## src/xr_map_pkg.sv

```systemverilog
`default_nettype none

package xr_map_pkg;

    // one XR bus address and one XR data word
    typedef logic [15:0] xr_addr_t;
    typedef logic [15:0] xr_word_t;

    // copper instruction, even half in the high word, odd half in the low word
    typedef logic [31:0] copp_word_t;

    // colour lookup, one bank
    localparam int COLOR_AWIDTH = 8;

    // full tile address, top bit picks the second tile part
    localparam int TILE_AWIDTH = 12;

    // second tile part
    localparam int TILE2_AWIDTH = 10;

    // one copper half
    localparam int COPPER_AWIDTH = 10;

    // region bases, decoded on bits 15..13
    // bit 15 clear is the register bus, 0xE000 has nothing behind it
    localparam xr_addr_t XR_COLOR_BASE  = 16'h8000;
    localparam xr_addr_t XR_TILE_BASE   = 16'hA000;
    localparam xr_addr_t XR_COPPER_BASE = 16'hC000;

    // host select cycles before a forced acknowledge
    localparam int ACK_TIMEOUT = 16;

    // register file index width
    localparam int REG_COUNT_LOG2 = 4;

endpackage

`default_nettype wire
```

## src/xr_regs.sv

```systemverilog
`default_nettype none

module xr_regs #(
    parameter int INDEX_WIDTH = 4
) (
    input  wire logic                 clk,
    input  wire logic                 arst_n_i,

    input  wire logic                 wr_i,
    input  wire xr_map_pkg::xr_addr_t addr_i,
    input  wire xr_map_pkg::xr_word_t wdata_i,
    output xr_map_pkg::xr_word_t      rdata_o
);

    import xr_map_pkg::*;

    localparam int REG_COUNT = 2**INDEX_WIDTH;

    xr_word_t               regs [REG_COUNT];
    logic [INDEX_WIDTH-1:0] index;

    // only the low bits decode, upper bits alias
    assign index = addr_i[INDEX_WIDTH-1:0];

    always_ff @(posedge clk or negedge arst_n_i) begin
        if (!arst_n_i) begin
            for (int i = 0; i < REG_COUNT; i++) begin
                regs[i] <= '0;
            end
        end else if (wr_i) begin
            regs[index] <= wdata_i;
        end
    end

    // combinational read on the same index
    assign rdata_o = regs[index];

endmodule

`default_nettype wire

```

## config.mk

```make
export PLATFORM = sky130hd
export DESIGN_NAME = xr_regs
export DESIGN_NICKNAME = d
export VERILOG_FILES = /design/src/xr_map_pkg.sv /design/src/xr_regs.sv
export SDC_FILE = /design/constraint.sdc
export NUM_CORES = 1
export LEC_CHECK = 0
export BUFFER_PORTS_ARGS = -buffer_cell sky130_fd_sc_hd__buf_2
export CAP_MARGIN = 5
export CORE_UTILIZATION = 65
export DETAILED_ROUTE_END_ITERATION = 10
export PLACE_DENSITY_LB_ADDON = 0.08
export SKIP_LAST_GASP = 1
export SLEW_MARGIN = 30
export SYNTH_ARGS = -nofsm -noshare
export SYNTH_HDL_FRONTEND = slang
export SYNTH_SLANG_ARGS = --single-unit
```

## constraint.sdc

```tcl
create_clock -name clk -period 2.8 [get_ports clk]
set_input_delay 0.14 -clock clk [delete_from_list [all_inputs] [get_ports clk]]
set_output_delay 0.14 -clock clk [all_outputs]
set_load 0.05 [all_outputs]
```

==> impl_results.md, run 1 <==
- CTS tree: built
- Setup TNS: 0 ns
- Cell count after synthesis: 713
- Startpoint class of the critical path: input port
- Final Slew Violations: 0
- Max incr delay on CP: 0.54 ns
- DP Worst Slack: 0.468 ns
- Drt via density: 6.53
- Relative slew slack: 0.480
- Cell total after placement: 960
- Clock latency at the later pin of the worst-skew pair: 0.51 ns
- Mapped Area: 0.0116 mm^2
- Max reg flops: 256
- Root Driver: clkbuf_16
- Post-Syn Nets: 748
- Initial antenna violation count: 3
- Static Leakage: 5.74 nW
- Yosys cell types: 26
- Htree depth: 1
- Critical path required time: 2.66 ns
- Worst min-delay path category: input port to flop
- Ys async rst share: 1.00
- Gp weighted congestion: 0.773
- Clk buf depth: 3
- Fmax: 432 MHz
- FP Rows: 48
- Fillcell total: 1,014
- Max VDD drop: 615 uV
- Clk slew on worst S/H paths: 0.06 ns
- PostCTS Resize Cnt: 0
- Slowest CP cell: mux4_2
- Layout Cells excl Fill: 1,010
- Worst-path cell chain: buf_4, buf_4, mux4_2, a22oi_1, nand2_1, buf_2
- First drt pass iteration count: 4
- Top Registers: regs x256
- Synthesis-to-layout area growth: 13.4%
- Setup-failing EPs final: 0
- Final antenna-violating net count: 0
- YS warnings: 0
- Total routed wirelength: 26,500 um
- Worst Skew: 0 ns
- Sequential element share of the synthesized area: 0.552
- GRT Residual Overflow: 0
- Nets: 799
- Number of synthesized flops with an enable pin: 0
- Crit. End Element: primary output
- Outcome: completed
- Synth Register Bits: 256
- Sink Count: 256
- Residual DRC: 0
- CP Max Fanout: 31
- Number of hold violations in the final report: 0
- Die Height: 136 um
- Crit-path most repeated cell: buf_4
- Width of the die: 136 um
- Die ar.: 0.0184 mm^2
- Proportion of layout cells with a drive suffix above 1: 0.584
- Critical Setup Path Class: input port to primary output
- Final period demand of the worst path: 2.31 ns
- RSZ-0062 raised after global routing: no
- Worst Tran Pin Value: 0.780 ns
- Largest reg by FF count: regs
- Top_reg_cell synth: dfrtp_1
- Ports: 51
- Worst Path Arrival: 2.17 ns
- Largest net degree at the start of global routing: 104
- Initial Utilization: 0.669
- Port bufs: 38
- Wirelength per Cell: 26.3 um
- CTS Hold Buffers Added: 1
- Setup WS post-layout: 0.486 ns
- Setup bufs post-CTS: 0
- Drt initial violations: 343
- Detailed placement HPWL: 17,500 um
- Final period util: 0.827
- Core Area: 0.0174 mm^2
- Pwr dens: 810 mW/mm^2
- Via count: 6,598
- Mean post-synth cell area: 16.3 um^2
- CTS Buf Count: 26
- Number of global-route vias before repair: 7,270
- Maxcap violations: 0
- Total track usage: 0.311
- First-pass GRT wire length: 42,100 um
[path summary, 6_finish.rpt]
check	startpoint	endpoint	slack (ns)	cells past startpoint
setup / recovery	addr_i[0]	rdata_o[13]	0.49	6
hold / removal	wdata_i[14]	regs[158]	0.07	2
setup reg to reg	regs[143]	regs[143]	2.00	1
hold reg to reg	regs[27]	regs[27]	0.50	1
max in group asynchronous	arst_n_i	regs[88]	1.62	3
min in group asynchronous	arst_n_i	regs[223]	0.28	2
[power by group]
group	internal [mW]	switching (mW)
sequential	4.56	0.461
clock	2.19	1.38
combinational	1.17	0.905
total	7.92	2.75
[layer usage]
metal  vias up  global-route usage  wire, um  part of all wire
met2       173               0.529     13900              0.52
met3        58              0.0636      1300             0.049
met1      3601               0.403     10600              0.40
li1       2766                   -         -                 -
met5         -                   0         0                 0
met4         0              0.0986       755             0.028
[metrics by stage]
| step | utilization | cell area [um^2] | power, mW | hold WS (ns) |
|---|---|---|---|---|
| after floorplan | - | 11600 | 6.50 | -0.156 |
| after global placement | 0.706 | 12300 | 6.93 | 0.228 |
| after detailed placement | 0.706 | 12300 | 7.13 | 0.249 |
| after CTS | 0.758 | 13200 | 10.7 | 0.0595 |
| after global routing | 0.759 | 13200 | 11.1 | 0.0833 |
| final | 0.759 | 13200 | 10.7 | 0.0731 |
[final cells by class]
type                       count  area, um^2  area share
timing repair buffer          83         656      0.0498
multi-input combinational    397        4920       0.374
sequential                   256        6410       0.486
tap                          225         282      0.0214
clock inverter                 7         113     0.00855
antenna                        3        7.51    0.000570
clock buffer                  39         781      0.0593
[Yosys cell counts (2+ instances only)]
library cell    n  area, um^2
buf_1           2        7.51
buf_6           3        33.8
or3_1           2        12.5
buf_4          13        97.6
dfrtp_1       256        6410
buf_2          15        75.1
clkbuf_1       27         101
mux4_2         64        1440
mux2_2        245        2760
nor2_2          6        37.5
nand3_1         2        10.0
a22oi_1        32         240
mux2_4         10         150
nand3b_1        2        15.0
nor3_2          5        50.1
nor2b_1         2        12.5
nand2b_1        2        12.5
nand2_1        17        63.8
[worst max-delay path: cells and delay by family]
family | cells | cell delay [ns]
compound gates | 1 | 0.28
buf+inv | 3 | 1.09
mux | 1 | 0.54
simple gates | 1 | 0.11
[logic make-up after synthesis]
family,share of synthesized area
AOI/OAI and AO/OA,0.0207
buffers and inverters,0.0272
DFF,0.552
muxes,0.376
and+or+nand+nor,0.0249
[cells in the final DEF, fill, tap and decap left out, drive strengths merged]
cell type and n:
clkinv 3, or4 1, clkbuf 39, nor4 1, nand2 18, clkinvlp 1, mux4 64, buf 82
diode 3, and2 1, dfrtp 256, or3 2, nand3 2, nand2b 3, a22oi 32, nor2b 2
mux2 256, nor3 6, dlygate4sd3 1, nor2 7, bufinv 3, nand3b 2
No activity file was read; power rests on OpenSTA's default activity.
==> inputs of run 2 (changes only) <==
- CORE_UTILIZATION: 65 -> 62
- clock period: 2.8 -> 2.3 ns (I/O delays scaled with it)
==> impl_results.md, run 2 (synthesis results as in run 1) <==
- Final period demand of the worst path: 2.18 ns
- Crit. End Element: primary output (unchanged)
- Max VDD drop: 764 uV (was 615 uV)
- First drt pass iteration count: 7 (was 4)
- Internal: 9.70 mW (was 7.92 mW)
- Die Height: 139 um (was 136 um)
- Critical Setup Path Class: flop to primary output (was input port to primary output)
- FF+latch area: 0.00641 mm^2 (unchanged)
- Clock latency at the later pin of the worst-skew pair: 0.54 ns (was 0.51 ns)
- Width of the die: 139 um (was 136 um)
- Htree depth: 1 (unchanged)
- CP delay by family, top: multiplexers (was buffers and inverters)
- Gp weighted congestion: 0.778 (was 0.773)
- Sink Count: 256 (unchanged)
- Number of global-route vias before repair: 7,476 (was 7,270)
- Total track usage: 0.300 (was 0.311)
- Largest net degree at the start of global routing: 61 (was 104)
- Static Leakage: 5.79 nW (was 5.74 nW)
- Final antenna-violating net count: 0 (unchanged)
- Total routed wirelength: 26,800 um (was 26,500 um)
- Final Slew Violations: 0 (unchanged)
- GRT Residual Overflow: 0 (unchanged)
- CTS Buf Count: 27 (was 26)
- Initial antenna violation count: 1 (was 3)
- Clk slew on worst S/H paths: 0.06 ns (about the same)
- FP Rows: 49 (was 48)
- Pwr dens: 988 mW/mm^2 (was 810 mW/mm^2)
- Worst min-delay path category: input port to flop (unchanged)
- NetSw: 3.38 mW (was 2.75 mW)
- Sequential power share: 0.466 (was 0.471)
- CTS tree: built (unchanged)
- Wirelength per Cell: 26.3 um (about the same)
- Detailed placement HPWL: 17,400 um (was 17,500 um)
- Worst Skew: 0 ns (unchanged)
- Max reg flops: 256 (unchanged)
- Commonest cells after routing, fill and taps aside: dfrtp_1 (256), mux2_2 (245), mux4_2 (64), buf_4 (48), buf_2 (35) (was dfrtp_1 (256), mux2_2 (245), mux4_2 (64), buf_4 (36), buf_2 (36))
- Max incr delay on CP: 0.48 ns (was 0.54 ns)
- Clk buf depth: 3 (unchanged)
- PostCTS Resize Cnt: 0 (unchanged)
- Drt initial violations: 421 (was 343)
- Startpoint class of the critical path: flop (was input port)
- R2R Path End: regs[216] (was regs[143])
- Hold endpoint: regs[253] (was regs[158])
- Number of hold violations in the final report: 0 (unchanged)
- Largest reg by FF count: regs (unchanged)
- Worst Tran Pin Value: 0.820 ns (was 0.780 ns)
- Nets: 809 (was 799)
- Fillcell total: 1,170 (was 1,014)
- Final period util: 0.947
- Critical path required time: 2.18 ns (was 2.66 ns)
- Relative slew slack: 0.451 (was 0.480)
- Clock power frac: 0.341 (was 0.335)
- Top Registers: regs x256 (unchanged)
- Core Area: 0.0181 mm^2 (was 0.0174 mm^2)
- Internal reg-to-reg setup slack: 1.51 ns (was 2.00 ns)
- Die ar.: 0.0193 mm^2 (was 0.0184 mm^2)
- Worst Path Arrival: 2.06 ns (was 2.17 ns)
- Port bufs: 38 (unchanged)
- Synthesis-to-layout area growth: 14.0% (was 13.4%)
- Post-Place Cell Area: 0.0123 mm^2 (about the same)
- Fmax: 459 MHz
- Residual DRC: 0 (unchanged)
- Switching share of power: 0.259 (was 0.258)
- Ports: 51 (unchanged)
- Root Driver: clkbuf_16 (unchanged)
- Combinational share of power: 0.193 (was 0.194)
- First-pass GRT wire length: 43,600 um (was 42,100 um)
- Slowest CP cell: mux4_2 (unchanged)
- Multi-input gate area: 0.00492 mm^2 (about the same)
- Initial Utilization: 0.640 (was 0.669)
- Worst r2r src: regs[216] (was regs[143])
- Post-route cell area: 0.0132 mm^2 (about the same)
- Setup TNS: 0 ns (unchanged)
- R2R depth: 1 (unchanged)
- CP Max Fanout: 2 (was 31)
- Outcome: completed (unchanged)
- Proportion of layout cells with a drive suffix above 1: 0.590 (was 0.584)
- Worst Hold Depth: 2 (unchanged)
- Commonest non-fill, non-tap cell in the layout: dfrtp_1 (unchanged)
- Via count: 6,612 (was 6,598)
- Drt via density: 6.48 (was 6.53)
- Setup-failing EPs final: 0 (unchanged)
- Maxcap violations: 0 (unchanged)
- RSZ-0062 raised after global routing: no (unchanged)
- CP Buf/Inv Count: 1 (was 3)
- Worst hold start: wdata_i[13] (was wdata_i[14])
- Worst-path cell chain: mux4_2, a22oi_1, nand2_1, buf_2 (was buf_4, buf_4, mux4_2, a22oi_1, nand2_1, buf_2)
==> run 2: area by class of cell <==
type / count / share of cell area
multi-input combinational: 397 / 0.372
tap: 229 / 0.0216
clock inverter: 8 / 0.00983
timing repair buffer: 92 / 0.0529
sequential: 256 / 0.484
clock buffer: 38 / 0.0595
antenna: 1 / 0.000189
==> run 2: worst max-delay path by stage <==
stage                    from     endpoint  slack [ns]  cells after the start
global placement    addr_i[1]    regs[149]        0.33                      5
floorplan           addr_i[0]  rdata_o[11]        0.42                      6
CTS                 regs[216]   rdata_o[8]        0.07                      4
detailed placement  addr_i[1]    regs[155]        0.31                      5
finish              regs[200]   rdata_o[8]        0.12                      4
global route        regs[200]   rdata_o[8]        0.05                      4
==> run 2: timing repair <==
item,CTS,global route
hold endpoints to repair,227,0
hold buffers,1,0
buffers inserted,0,0
==> run 2: power by group through the flow <==
stage	Combinational, mW	Sequential, mW	Clock, mW
6_report	2.52	6.09	4.47
5_1_grt	2.70	6.22	4.71
4_1_cts	2.54	6.08	4.54
3_5_place_dp	2.53	6.15	0
3_3_place_gp	2.42	6.03	0
2_1_floorplan	1.97	5.94	0
==> run 2: stage by stage <==
step | hold slack (ns) | util | power [mW] | worst slack (ns) | cells
after floorplan | -0.181 | - | 7.92 | 0.419 | 713
after detailed placement | 0.0843 | 0.678 | 8.68 | 0.311 | 973
after CTS | 0.000304 | 0.729 | 13.2 | 0.0740 | 1020
after global routing | 0.0300 | 0.729 | 13.6 | 0.0498 | 1021
final | 0.0262 | 0.729 | 13.1 | 0.122 | 1021
after global placement | 0.0687 | 0.678 | 8.45 | 0.331 | 973
==> run 2: layer usage <==
metal / global-route usage / wire length (um)
met1: 0.419 / 11300
met4: 0.103 / 766
met5: 0 / 0
met3: 0.0580 / 1500
met2: 0.479 / 13200
